[src/logic/lab4_pkg.sv]
package lab4_pkg;

	////////////////////////////////////////
	// chip array
	////////////////////////////////////////

	// twelve LAB4D chips on the board
	localparam int NUM_LAB = 12;

	// configuration word shifted into one chip
	localparam int SERIAL_BITS = 24;
	localparam int BIT_CNT_W = $clog2(SERIAL_BITS);

	// chip select, NUM_LAB and above is broadcast
	localparam int SEL_W = 4;

	// timing field widths
	localparam int SHIFT_PRESCALE_W = 8;
	localparam int WILK_W = 16;

	////////////////////////////////////////
	// reset defaults
	////////////////////////////////////////

	localparam logic [SHIFT_PRESCALE_W-1:0] SHIFT_PRESCALE_DEFAULT = '0;
	localparam logic [WILK_W-1:0] RAMP_DELAY_DEFAULT = '0;
	localparam logic [WILK_W-1:0] WCLK_STOP_COUNT_DEFAULT = 16'd1024;

	////////////////////////////////////////
	// engine states
	////////////////////////////////////////

	// five states do not fit in two bits
	typedef enum logic [2:0] {
		SER_IDLE,
		SER_SHIFT_HIGH,
		SER_SHIFT_LOW,
		SER_LOAD_HIGH,
		SER_LOAD_LOW
	} serial_state_e;

	typedef enum logic [1:0] {
		RMP_IDLE,
		RMP_DELAY,
		RMP_WCLK_HIGH,
		RMP_WCLK_LOW
	} ramp_state_e;

endpackage

[src/logic/lab4_regs_pkg.sv]
package lab4_regs_pkg;

	////////////////////////////////////////
	// bus geometry
	////////////////////////////////////////

	// word index, byte lanes are not decoded
	localparam int ADDR_W = 5;
	localparam int DATA_W = 32;

	typedef enum logic [ADDR_W-1:0] {
		REG_CONTROL        = 5'd0,
		REG_SHIFT_PRESCALE = 5'd1,
		REG_RAMP_DELAY     = 5'd3,
		REG_WCLK_STOP      = 5'd4,
		REG_SERIAL         = 5'd6,
		REG_RAMP           = 5'd7
	} reg_addr_e;

	////////////////////////////////////////
	// field positions
	////////////////////////////////////////

	// control register
	localparam int CTRL_REGCLR_LSB = 16;
	localparam int CTRL_WILK_RESET_BIT = 8;

	// serial register, go on write and busy on read
	localparam int SERIAL_GO_BIT = 31;
	localparam int SERIAL_SEL_LSB = 24;
	localparam int SERIAL_DATA_LSB = 0;

	// ramp register, start on write and pending on read
	localparam int RAMP_START_BIT = 0;

	////////////////////////////////////////
	// transfer structs
	////////////////////////////////////////

	typedef struct packed {
		logic              cyc;
		logic              stb;
		logic              we;
		logic [ADDR_W-1:0] adr;
		logic [DATA_W-1:0] wdata;
	} bus_req_t;

	typedef struct packed {
		logic              ack;
		logic [DATA_W-1:0] rdata;
	} bus_rsp_t;

	typedef struct packed {
		logic                                   go;
		logic [lab4_pkg::SEL_W-1:0]             select;
		logic [lab4_pkg::SERIAL_BITS-1:0]       word;
		logic [lab4_pkg::SHIFT_PRESCALE_W-1:0]  prescale;
	} serial_cmd_t;

	typedef struct packed {
		logic                         start;
		logic                         abort;
		logic [lab4_pkg::WILK_W-1:0]  delay;
		logic [lab4_pkg::WILK_W-1:0]  stop_count;
	} ramp_cfg_t;

endpackage

[src/logic/lab4_reg_bank.sv]
`timescale 1ns/1ps

module lab4_reg_bank (
	input  logic                          clk_i,
	input  logic                          reset_i,
	input  lab4_regs_pkg::bus_req_t       bus_req_i,
	output lab4_regs_pkg::bus_rsp_t       bus_rsp_o,
	input  logic                          serial_busy_i,
	output lab4_regs_pkg::serial_cmd_t    serial_cmd_o,
	input  logic                          ramp_done_i,
	output lab4_regs_pkg::ramp_cfg_t      ramp_cfg_o,
	output logic [lab4_pkg::NUM_LAB-1:0]  regclear_o
);

	lab4_regs_pkg::reg_addr_e addr;
	logic accept;
	logic wr_en;
	logic [lab4_regs_pkg::DATA_W-1:0] wdata;
	logic ack_q;
	logic [lab4_regs_pkg::DATA_W-1:0] rd_mux;
	logic [lab4_regs_pkg::DATA_W-1:0] rdata_q;

	logic [lab4_pkg::NUM_LAB-1:0] regclear_q;
	logic [lab4_pkg::SHIFT_PRESCALE_W-1:0] shift_prescale_q;
	logic [lab4_pkg::WILK_W-1:0] ramp_delay_q;
	logic [lab4_pkg::WILK_W-1:0] wclk_stop_q;
	logic [lab4_pkg::SERIAL_BITS-1:0] serial_word_q;
	logic [lab4_pkg::SEL_W-1:0] serial_select_q;

	logic serial_go_q;
	logic ramp_start_q;
	logic wilk_reset_q;
	logic ramp_pending_q;

	// one transfer per ack, the cycle with ack high never accepts
	assign addr = lab4_regs_pkg::reg_addr_e'(bus_req_i.adr);
	assign wdata = bus_req_i.wdata;
	assign accept = bus_req_i.cyc && bus_req_i.stb && !ack_q;
	assign wr_en = accept && bus_req_i.we;

	////////////////////////////////////////
	// write decode
	////////////////////////////////////////

	always_ff @(posedge clk_i) begin
		if (reset_i) begin
			regclear_q <= '0;
			shift_prescale_q <= lab4_pkg::SHIFT_PRESCALE_DEFAULT;
			ramp_delay_q <= lab4_pkg::RAMP_DELAY_DEFAULT;
			wclk_stop_q <= lab4_pkg::WCLK_STOP_COUNT_DEFAULT;
			serial_word_q <= '0;
			serial_select_q <= '0;
			serial_go_q <= 1'b0;
			ramp_start_q <= 1'b0;
			wilk_reset_q <= 1'b0;
		end else begin
			// pulses last one cycle
			serial_go_q <= 1'b0;
			ramp_start_q <= 1'b0;
			wilk_reset_q <= 1'b0;
			if (wr_en) begin
				case (addr)
					lab4_regs_pkg::REG_CONTROL: begin
						regclear_q <= wdata[lab4_regs_pkg::CTRL_REGCLR_LSB +: lab4_pkg::NUM_LAB];
						wilk_reset_q <= wdata[lab4_regs_pkg::CTRL_WILK_RESET_BIT];
					end
					lab4_regs_pkg::REG_SHIFT_PRESCALE:
						shift_prescale_q <= wdata[lab4_pkg::SHIFT_PRESCALE_W-1:0];
					lab4_regs_pkg::REG_RAMP_DELAY:
						ramp_delay_q <= wdata[lab4_pkg::WILK_W-1:0];
					lab4_regs_pkg::REG_WCLK_STOP:
						wclk_stop_q <= wdata[lab4_pkg::WILK_W-1:0];
					lab4_regs_pkg::REG_SERIAL: begin
						serial_word_q <= wdata[lab4_regs_pkg::SERIAL_DATA_LSB +: lab4_pkg::SERIAL_BITS];
						serial_select_q <= wdata[lab4_regs_pkg::SERIAL_SEL_LSB +: lab4_pkg::SEL_W];
						// data is kept even when the writer is busy
						serial_go_q <= wdata[lab4_regs_pkg::SERIAL_GO_BIT] && !serial_busy_i;
					end
					lab4_regs_pkg::REG_RAMP:
						ramp_start_q <= wdata[lab4_regs_pkg::RAMP_START_BIT] && !ramp_pending_q;
					default: ;
				endcase
			end
		end
	end

	// ramp pending, cleared by done or wilkinson reset
	always_ff @(posedge clk_i) begin
		if (reset_i) begin
			ramp_pending_q <= 1'b0;
		end else if (ramp_done_i || wilk_reset_q) begin
			ramp_pending_q <= 1'b0;
		end else if (ramp_start_q) begin
			ramp_pending_q <= 1'b1;
		end
	end

	////////////////////////////////////////
	// readback
	////////////////////////////////////////

	always_comb begin
		rd_mux = '0;
		case (addr)
			lab4_regs_pkg::REG_CONTROL:
				rd_mux[lab4_regs_pkg::CTRL_REGCLR_LSB +: lab4_pkg::NUM_LAB] = regclear_q;
			lab4_regs_pkg::REG_SHIFT_PRESCALE:
				rd_mux[lab4_pkg::SHIFT_PRESCALE_W-1:0] = shift_prescale_q;
			lab4_regs_pkg::REG_RAMP_DELAY:
				rd_mux[lab4_pkg::WILK_W-1:0] = ramp_delay_q;
			lab4_regs_pkg::REG_WCLK_STOP:
				rd_mux[lab4_pkg::WILK_W-1:0] = wclk_stop_q;
			lab4_regs_pkg::REG_SERIAL: begin
				rd_mux[lab4_regs_pkg::SERIAL_GO_BIT] = serial_busy_i;
				rd_mux[lab4_regs_pkg::SERIAL_SEL_LSB +: lab4_pkg::SEL_W] = serial_select_q;
				rd_mux[lab4_regs_pkg::SERIAL_DATA_LSB +: lab4_pkg::SERIAL_BITS] = serial_word_q;
			end
			lab4_regs_pkg::REG_RAMP:
				rd_mux[lab4_regs_pkg::RAMP_START_BIT] = ramp_pending_q;
			default: ;
		endcase
	end

	always_ff @(posedge clk_i) begin
		if (reset_i) begin
			ack_q <= 1'b0;
		end else begin
			ack_q <= accept;
		end
	end

	always_ff @(posedge clk_i) begin
		if (accept) begin
			rdata_q <= rd_mux;
		end
	end

	assign bus_rsp_o.ack = ack_q;
	assign bus_rsp_o.rdata = rdata_q;

	assign serial_cmd_o.go = serial_go_q;
	assign serial_cmd_o.select = serial_select_q;
	assign serial_cmd_o.word = serial_word_q;
	assign serial_cmd_o.prescale = shift_prescale_q;

	assign ramp_cfg_o.start = ramp_start_q;
	assign ramp_cfg_o.abort = wilk_reset_q;
	assign ramp_cfg_o.delay = ramp_delay_q;
	assign ramp_cfg_o.stop_count = wclk_stop_q;

	assign regclear_o = regclear_q;

endmodule

[src/logic/lab4_serial_writer.sv]
`timescale 1ns/1ps

module lab4_serial_writer (
	input  logic                          clk_i,
	input  logic                          reset_i,
	input  lab4_regs_pkg::serial_cmd_t    cmd_i,
	output logic                          busy_o,
	output logic [lab4_pkg::NUM_LAB-1:0]  sin_o,
	output logic [lab4_pkg::NUM_LAB-1:0]  sclk_o,
	output logic [lab4_pkg::NUM_LAB-1:0]  pclk_o
);

	lab4_pkg::serial_state_e state_q;
	logic [lab4_pkg::SHIFT_PRESCALE_W-1:0] presc_cnt_q;
	logic [lab4_pkg::SHIFT_PRESCALE_W-1:0] prescale_q;
	logic [lab4_pkg::BIT_CNT_W-1:0] bit_cnt_q;
	logic [lab4_pkg::SERIAL_BITS-1:0] shift_q;
	logic [lab4_pkg::NUM_LAB-1:0] sel_mask;
	logic [lab4_pkg::NUM_LAB-1:0] mask_q;
	logic phase_done;
	logic start;
	logic shifting;

	assign start = (state_q == lab4_pkg::SER_IDLE) && cmd_i.go;
	assign phase_done = (presc_cnt_q == '0);

	// select decode, broadcast above the last chip
	always_comb begin
		if (cmd_i.select >= lab4_pkg::SEL_W'(lab4_pkg::NUM_LAB)) begin
			sel_mask = '1;
		end else begin
			sel_mask = lab4_pkg::NUM_LAB'(1) << cmd_i.select;
		end
	end

	// word, chip mask and prescale held for the whole transfer
	always_ff @(posedge clk_i) begin
		if (start) begin
			mask_q <= sel_mask;
			prescale_q <= cmd_i.prescale;
			shift_q <= cmd_i.word;
		end else if (state_q == lab4_pkg::SER_SHIFT_HIGH && phase_done) begin
			shift_q <= shift_q << 1;
		end
	end

	////////////////////////////////////////
	// shift sequencer
	////////////////////////////////////////

	// each bit spends its low phase first so SIN settles before SCLK rises
	always_ff @(posedge clk_i) begin
		if (reset_i) begin
			state_q <= lab4_pkg::SER_IDLE;
			presc_cnt_q <= '0;
			bit_cnt_q <= '0;
		end else begin
			if (state_q != lab4_pkg::SER_IDLE && !phase_done) begin
				presc_cnt_q <= presc_cnt_q - 1'b1;
			end else begin
				presc_cnt_q <= start ? cmd_i.prescale : prescale_q;
			end
			case (state_q)
				lab4_pkg::SER_IDLE: begin
					if (cmd_i.go) begin
						state_q <= lab4_pkg::SER_SHIFT_LOW;
						bit_cnt_q <= lab4_pkg::BIT_CNT_W'(lab4_pkg::SERIAL_BITS - 1);
					end
				end
				lab4_pkg::SER_SHIFT_LOW:
					if (phase_done) state_q <= lab4_pkg::SER_SHIFT_HIGH;
				lab4_pkg::SER_SHIFT_HIGH: begin
					if (phase_done) begin
						if (bit_cnt_q == '0) begin
							state_q <= lab4_pkg::SER_LOAD_HIGH;
						end else begin
							state_q <= lab4_pkg::SER_SHIFT_LOW;
							bit_cnt_q <= bit_cnt_q - 1'b1;
						end
					end
				end
				lab4_pkg::SER_LOAD_HIGH:
					if (phase_done) state_q <= lab4_pkg::SER_LOAD_LOW;
				lab4_pkg::SER_LOAD_LOW:
					if (phase_done) state_q <= lab4_pkg::SER_IDLE;
				default:
					state_q <= lab4_pkg::SER_IDLE;
			endcase
		end
	end

	assign shifting = (state_q == lab4_pkg::SER_SHIFT_LOW) ||
		(state_q == lab4_pkg::SER_SHIFT_HIGH);

	assign busy_o = (state_q != lab4_pkg::SER_IDLE);
	assign sin_o = mask_q & {lab4_pkg::NUM_LAB{shifting && shift_q[lab4_pkg::SERIAL_BITS-1]}};
	assign sclk_o = mask_q & {lab4_pkg::NUM_LAB{state_q == lab4_pkg::SER_SHIFT_HIGH}};
	assign pclk_o = mask_q & {lab4_pkg::NUM_LAB{state_q == lab4_pkg::SER_LOAD_HIGH}};

endmodule

[src/logic/lab4_wilkinson_ramp.sv]
`timescale 1ns/1ps

module lab4_wilkinson_ramp (
	input  logic                          clk_i,
	input  logic                          reset_i,
	input  lab4_regs_pkg::ramp_cfg_t      cfg_i,
	output logic                          done_o,
	output logic [lab4_pkg::NUM_LAB-1:0]  ramp_o,
	output logic [lab4_pkg::NUM_LAB-1:0]  wclk_p_o,
	output logic [lab4_pkg::NUM_LAB-1:0]  wclk_n_o
);

	lab4_pkg::ramp_state_e state_q;
	logic [lab4_pkg::WILK_W-1:0] dly_cnt_q;
	logic [lab4_pkg::WILK_W-1:0] clk_cnt_q;
	logic done_q;

	////////////////////////////////////////
	// ramp sequencer
	////////////////////////////////////////

	always_ff @(posedge clk_i) begin
		if (reset_i) begin
			state_q <= lab4_pkg::RMP_IDLE;
			dly_cnt_q <= '0;
			clk_cnt_q <= '0;
			done_q <= 1'b0;
		end else if (cfg_i.abort) begin
			// wilkinson reset drops everything at once
			state_q <= lab4_pkg::RMP_IDLE;
			done_q <= 1'b0;
		end else begin
			done_q <= 1'b0;
			case (state_q)
				lab4_pkg::RMP_IDLE: begin
					if (cfg_i.start) begin
						dly_cnt_q <= cfg_i.delay - lab4_pkg::WILK_W'(1);
						clk_cnt_q <= cfg_i.stop_count;
						// zero delay starts the clock with the ramp
						if (cfg_i.delay == '0) begin
							state_q <= lab4_pkg::RMP_WCLK_HIGH;
						end else begin
							state_q <= lab4_pkg::RMP_DELAY;
						end
					end
				end
				lab4_pkg::RMP_DELAY: begin
					if (dly_cnt_q == '0) begin
						state_q <= lab4_pkg::RMP_WCLK_HIGH;
					end else begin
						dly_cnt_q <= dly_cnt_q - 1'b1;
					end
				end
				lab4_pkg::RMP_WCLK_HIGH:
					state_q <= lab4_pkg::RMP_WCLK_LOW;
				lab4_pkg::RMP_WCLK_LOW: begin
					// last low phase ends the ramp
					if (clk_cnt_q <= lab4_pkg::WILK_W'(1)) begin
						state_q <= lab4_pkg::RMP_IDLE;
						done_q <= 1'b1;
					end else begin
						clk_cnt_q <= clk_cnt_q - 1'b1;
						state_q <= lab4_pkg::RMP_WCLK_HIGH;
					end
				end
				default:
					state_q <= lab4_pkg::RMP_IDLE;
			endcase
		end
	end

	// all chips ramp and count together
	assign ramp_o = {lab4_pkg::NUM_LAB{state_q != lab4_pkg::RMP_IDLE}};
	assign wclk_p_o = {lab4_pkg::NUM_LAB{state_q == lab4_pkg::RMP_WCLK_HIGH}};
	assign wclk_n_o = {lab4_pkg::NUM_LAB{state_q == lab4_pkg::RMP_WCLK_LOW}};
	assign done_o = done_q;

endmodule

[src/logic/lab4_controller.sv]
`timescale 1ns/1ps

module lab4_controller (
	input  logic                          clk_i,
	input  logic                          reset_i,
	input  lab4_regs_pkg::bus_req_t       bus_req_i,
	output lab4_regs_pkg::bus_rsp_t       bus_rsp_o,
	output logic [lab4_pkg::NUM_LAB-1:0]  SIN_o,
	output logic [lab4_pkg::NUM_LAB-1:0]  SCLK_o,
	output logic [lab4_pkg::NUM_LAB-1:0]  PCLK_o,
	output logic [lab4_pkg::NUM_LAB-1:0]  REGCLR_o,
	output logic [lab4_pkg::NUM_LAB-1:0]  RAMP_o,
	output logic [lab4_pkg::NUM_LAB-1:0]  WCLK_P_o,
	output logic [lab4_pkg::NUM_LAB-1:0]  WCLK_N_o
);

	lab4_regs_pkg::serial_cmd_t serial_cmd;
	lab4_regs_pkg::ramp_cfg_t ramp_cfg;
	logic serial_busy;
	logic ramp_done;

	// bus registers, REGCLR comes straight from control
	lab4_reg_bank u_reg_bank (
		.clk_i         (clk_i),
		.reset_i       (reset_i),
		.bus_req_i     (bus_req_i),
		.bus_rsp_o     (bus_rsp_o),
		.serial_busy_i (serial_busy),
		.serial_cmd_o  (serial_cmd),
		.ramp_done_i   (ramp_done),
		.ramp_cfg_o    (ramp_cfg),
		.regclear_o    (REGCLR_o)
	);

	lab4_serial_writer u_serial_writer (
		.clk_i   (clk_i),
		.reset_i (reset_i),
		.cmd_i   (serial_cmd),
		.busy_o  (serial_busy),
		.sin_o   (SIN_o),
		.sclk_o  (SCLK_o),
		.pclk_o  (PCLK_o)
	);

	lab4_wilkinson_ramp u_ramp (
		.clk_i    (clk_i),
		.reset_i  (reset_i),
		.cfg_i    (ramp_cfg),
		.done_o   (ramp_done),
		.ramp_o   (RAMP_o),
		.wclk_p_o (WCLK_P_o),
		.wclk_n_o (WCLK_N_o)
	);

endmodule

[config.mk]
export PLATFORM = sky130hd
export DESIGN_NAME = lab4_controller
export DESIGN_NICKNAME = d
export VERILOG_FILES = /design/src/logic/lab4_pkg.sv /design/src/logic/lab4_regs_pkg.sv /design/src/logic/lab4_reg_bank.sv /design/src/logic/lab4_serial_writer.sv /design/src/logic/lab4_wilkinson_ramp.sv /design/src/logic/lab4_controller.sv
export SDC_FILE = /design/constraint.sdc
export NUM_CORES = 1
export LEC_CHECK = 0
export ABC_AREA = 1
export BUFFER_PORTS_ARGS = -buffer_cell sky130_fd_sc_hd__buf_2
export CAP_MARGIN = 20
export CORE_MARGIN = 3
export CORE_UTILIZATION = 61
export CTS_CLUSTER_SIZE = 24
export DETAILED_ROUTE_END_ITERATION = 12
export PLACE_DENSITY = 0.83
export SYNTH_ARGS = -nofsm -noshare
export SYNTH_HDL_FRONTEND = slang
export SYNTH_SLANG_ARGS = --single-unit
[constraint.sdc]
create_clock -name clk_i -period 12.1 [get_ports clk_i]
set_clock_uncertainty 0.1 [all_clocks]
set_input_delay 3.025 -clock clk_i [delete_from_list [all_inputs] [get_ports clk_i]]
set_output_delay 3.025 -clock clk_i [all_outputs]
set_load 0.01 [all_outputs]
Word level (Yosys, flattened, before mapping)
Index checks and enable logic that the tools add are counted.

word-level totals
  logic and storage cells = 137
  memory bits (writable) = 0
  input port bits = 42
  memories kept = 0
  register bits = 209
  latch bits = 0
  ROM bits = 0

operators by class
  divide/modulo/power cells = 0
  muxes and demuxes = 31
  shift-type cells = 1
  magnitude comparators = 2
  equality and inequality tests = 22
  bitwise logic cells = 9
  add/sub/neg operators = 5
  reduce and logical (&&, ||, !) cells = 44
  multipliers = 0

operators with widths
  operator                                              count
  two-way mux 16 bit                                    4
  one-hot mux 16 bit (2 select lines)                   2
  two-way mux 24 bit                                    2
  subtractor 16 x 1 -> 16 bit, second input constant    3
  bitwise AND 12 bit                                    3
  logical NOT 16 bit                                    2
  one-hot mux 7 bit (4 select lines)                    1
  one-hot mux 12 bit (2 select lines)                   1
  one-hot mux 8 bit (3 select lines)                    1
  <= comparator 16 x 1 -> 1 bit, second input constant  1
  two-way mux 8 bit                                     2
  == test 5 x 3 -> 1 bit, second input constant         3
  two-way mux 3 bit                                     5
  two-way mux 5 bit                                     3
  one-hot mux 3 bit (5 select lines)                    1
  AND reduction 2 bit                                   6
  AND reduction 4 bit                                   3
  OR reduction 3 bit                                    4
  << shifter 1 x 4 -> 12 bit, first input constant      1
  logical NOT 5 bit                                     2
  != test 2 x 1 -> 1 bit, second input constant         5
  != test 2 bit, second input constant                  5
  one-hot mux 5 bit (2 select lines)                    1
  nonzero test 2 bit                                    5
  other kinds (24)                                      48

Longest topological paths before layout
  depth after elaboration = 5
  gate-level depth with buffers = 15
  gate-level depth less buffers = 14

Cells and area by module
Synthesis repeated with hierarchy kept, for this count alone.

unflattened totals
  cell total of the unflattened synthesis = 1538
  area total of the unflattened synthesis = 10835.4 um^2

modules (own cells, without submodules)
  module               times used  sequential area each (um^2)  cells each  area an instance (um^2)
  lab4_reg_bank        1           2572.5                       655         4890.9
  lab4_wilkinson_ramp  1           700.7                        511         2992.9
  lab4_serial_writer   1           1561.5                       372         2951.6

Least setup slack after synthesis
No wires, ideal clock.

  kind = input -> register
  start = in bus_req_i[38] (netlist bit)
  end = reg u_reg_bank.serial_select_q[2] (netlist bit)
  path slack = 5.598 ns
  cell stages on the path = 8
  path buffers = 2
  data arrival time = 6.272 ns
  cells stage by stage = inv_1 > nor3_1 > nand2_1 > or2_1 > buf_2 > buf_2 > o21ai_1 > a21oi_1

between the ends
  word-level cells in the longest chain between the ends = 4

ends and longest elaborated chain
  element                         RTL line              RTL
  start: declaration              lab4_controller.sv:6  input lab4_regs_pkg::bus_req_t bus_req_i,
  logical AND 1 bit (2 in a row)  lab4_reg_bank.sv:38   assign accept = bus_req_i.cyc && bus_req_i.stb && !ack_q;
  via u_reg_bank.accept           lab4_reg_bank.sv:16   logic accept;
  logical AND 1 bit               lab4_reg_bank.sv:39   assign wr_en = accept && bus_req_i.we;
  AND reduction 2 bit (no line)   n/a
  end signal: assignment          lab4_reg_bank.sv:75   serial_select_q <= wdata[lab4_regs_pkg::SERIAL_SEL_LSB +: lab4_pkg::SEL_W];
  end: declaration                lab4_reg_bank.sv:28   logic [lab4_pkg::SEL_W-1:0] serial_select_q;

The timed path passes the listed nets, and every way through them passes these cells.
A chain may end at the register's enable or synchronous reset.

Final worst setup path
  start = reg u_serial_writer.state_q[2]
  end = out SIN_o[11] (netlist bit)

between the ends
  word-level cells in the longest chain between the ends = 4
  elaborated cells on any way between the ends = 5
  classes of those cells = eq/ne (2); bitwise (1); reduce/logical (2)

ends and longest elaborated chain
  element                                                           RTL line                                            RTL
  start: declaration                                                lab4_serial_writer.sv:13                            lab4_pkg::serial_state_e state_q;
  start signal: assignment                                          lab4_serial_writer.sv:54                            state_q <= lab4_pkg::SER_IDLE;
  start signal: assignment                                          lab4_serial_writer.sv:66                            state_q <= lab4_pkg::SER_SHIFT_LOW;
  start signal: assignment                                          lab4_serial_writer.sv:71                            if (phase_done) state_q <= lab4_pkg::SER_SHIFT_HIGH;
  == test 3 x 2 -> 1 bit or == test 3 x 1 -> 1 bit (tied branches)  lab4_serial_writer.sv:92, lab4_serial_writer.sv:93
  logical OR 1 bit (*)                                              lab4_serial_writer.sv:92                            assign shifting = (state_q == lab4_pkg::SER_SHIFT_LOW) ||
  logical AND 1 bit (*)                                             lab4_serial_writer.sv:96                            assign sin_o = mask_q & {lab4_pkg::NUM_LAB{shifting && shift_q[lab4_pkg::SERIAL_BITS-1]}};
  bitwise AND 12 bit (*)                                            lab4_serial_writer.sv:96
  end: declaration                                                  lab4_controller.sv:8                                output logic [lab4_pkg::NUM_LAB-1:0] SIN_o,

Mark *: on every way between the ends. The rest lies on a longest branch, timed or not.

==> flow_summary.ini <==
[sta]
hold_ws_ps = 300
max_freq_mhz = 169
tightest_slew_ps = 917
rsz0062_at_grt = false
hold_viol_final = 0
max_slew_margin = 0.384
setup_viol = 0
final.setup.tns_ps = 0
period_share = 0.490
setup_slack_ps = 6170
slew_violations = 0
fin_crit_ps = 5930

[clock_tree]
clockRootBuffer = clkbuf_16
clk_latency_ps = 530
numCtsBuffers = 22
cts_resized = 0
postCtsSetupBuffers = 0
cts_tree = built
htreeDepth = 1
cts.sinks = 209
clk_pin_slew_ps = 60
cts_buffer_depth = 3
hold_buffers = 0

[pwr]
leakage_uw = 0.00512
power_density_nw_per_um2 = 164
ir_worst_vdd_mv = 0.121
p_total_uw = 1840

[synth]
synth_most_common_cell = nand2_1
synth_area_per_cell_um2 = 7.55
yosys_warnings = 0
synth_edf_count = 65
synth_cells = 1316
ys_async_sr_fraction = 0
synth.top_cell.area_share = 0.290
synthDistinctLibCells = 39
synth_seq_cells = 209
ys.flop_type = dfxtp_1
ys_seq_area_frac = 0.487
syn-cell-area_um2 = 9940
synth_area_leaders = dfxtp_1 (29%), edfxtp_1 (20%), nand2_1 (9.7%)
synth_common_cells = nand2_1 (256), nor2_1 (206), o21ai_0 (175)
synth_area_leader_cell = dfxtp_1

[final_layout]
post-route-util = 0.710
areaGrowthSynthToFinish_pct = 13.5
drive_gt1_frac = 0.161
nets = 1457
n_fill_cell = 1274

[floorplan]
design.die.area_um2 = 17900
pin_count = 159
core_um2 = 15900
start_util = 0.625
fp.dieH_um = 134
fp-row-count = 46
die_w_um = 134

[job]
max_cap_violations = 0

[worst_setup_path]
cp_max_fo = 17
crit_path_start_kind = register
cp-end-kind = output pin
critical_path_class = register to output pin
crit_arrival_ps = 2800
cp_data_required_time_ps = 8970

[worst_hold_path]
holdCritPathClass = register to register

[grt]
grt_max_degree = 106
grt_pass1_vias = 8093
grt_pass1_wl_um = 40300
grt_usage = 0.274
grt_overflow = 0
antenna_found_initial = 2

[placement]
post-place-ws_ps = 6330
hpwlAfterDp_um = 17000
port_buffers = 152
gp_congestion = 0.897

[drt]
dr.pass1.iters = 5
vias_per_cell = 5.45
route.vias.total = 8950
wire_per_inst_um = 15.2
drt_iter0_markers = 757
ant_nets = 0
drt-total-wl_um = 25000
drc = 0

[status]
status = complete, no violations
## metal layers
metal,vias to the layer above,GRT usage,share of wire
li1,4425,-,-
met1,4105,0.385,0.43
met2,368,0.441,0.47
met3,50,0.0412,0.071
met4,2,0.0834,0.026
met5,-,0,0.00028
## logic make-up (layout without fill, tap and decap cells)
group / count (synthesis) / in the layout / share of synthesized area
simple gates: 561 / 561 / 0.231
buf+inv: 229 / 336 / 0.106
xor+xnor: 15 / 15 / 0.0132
flops: 209 / 209 / 0.487
compound gates: 295 / 295 / 0.155
other cells: 1 / 4 / 0.000377
fa+ha+maj: 6 / 6 / 0.00756
## worst max-delay path: stages, from the launching register on
cell     delay (ps)
dfxtp_1         370
inv_1            70
nand2_1         120
inv_1            70
nand2_1         430
inv_1           160
o21ai_0         610
buf_4           270
nor2_1           50
buf_2           140
## power by group
part           switching [uW]  total [uW]  internal, uW
logic                     206         311           105
clock network             282         699           417
registers                25.9         835           809
total                     514        1840          1330
## state kept, by name, summed over array words and instances, names as in the netlist, 2 cells and up
name	cells
u_serial_writer.mask_q	12
u_ramp.dly_cnt_q	16
u_reg_bank.serial_word_q	24
u_ramp.clk_cnt_q	16
u_serial_writer.presc_cnt_q	8
u_serial_writer.shift_q	24
u_reg_bank.wclk_stop_q	16
u_reg_bank.regclear_o	12
u_serial_writer.prescale_q	8
u_reg_bank.shift_prescale_q	8
u_reg_bank.rdata_q	29
u_reg_bank.serial_select_q	4
u_serial_writer.state_q	3
u_ramp.state_q	2
u_serial_writer.bit_cnt_q	5
u_reg_bank.ramp_delay_q	16
## cell usage in the layout (no fill, tap or decap), types with 11 or more instances in the layout
cell type	netlist	final
nand2_1	256	256
buf_2	14	152
clkbuf_16	0	24
nand3_1	54	54
dfxtp_1	144	144
inv_1	130	129
a21oi_1	93	93
nor2_1	206	205
o21ai_0	175	175
nor2_2	10	11
edfxtp_1	65	65
## stage by stage
| step | std cells | cell area, um2 |
|---|---|---|
| 3_5_place_dp | 1601 | 10500 |
| 2_1_floorplan | 1318 | 9940 |
| 3_3_place_gp | 1600 | 10500 |
| 4_1_cts | 1641 | 11300 |
| 5_1_grt | 1642 | 11300 |
| 6_report | 1642 | 11300 |
## worst paths after layout
check	end	cells after the start	slack, ps	startpoint
worst max register to register	u_reg_bank.wclk_stop_q[8]	8	9010	u_reg_bank.ack_q
worst min-delay path	u_reg_bank.ramp_pending_q	1	300	u_ramp.done_o
worst min register to register	u_reg_bank.ramp_pending_q	1	300	u_ramp.done_o
worst max-delay path	SIN_o[11]	9	6170	u_serial_writer.state_q[2]
## final cells by class
class                   count  area (um2)  area share
flip-flops and latches    209        4830       0.429
multi-input cells         880        4060       0.360
clock buffers              34         689      0.0612
repair buffers            161         828      0.0735
inverters                 135         509      0.0452
diodes                      1        2.50    0.000222
clock inverters             6        80.1     0.00710
well taps                 216         270      0.0240
No activity file was read; power rests on OpenSTA's default activity.
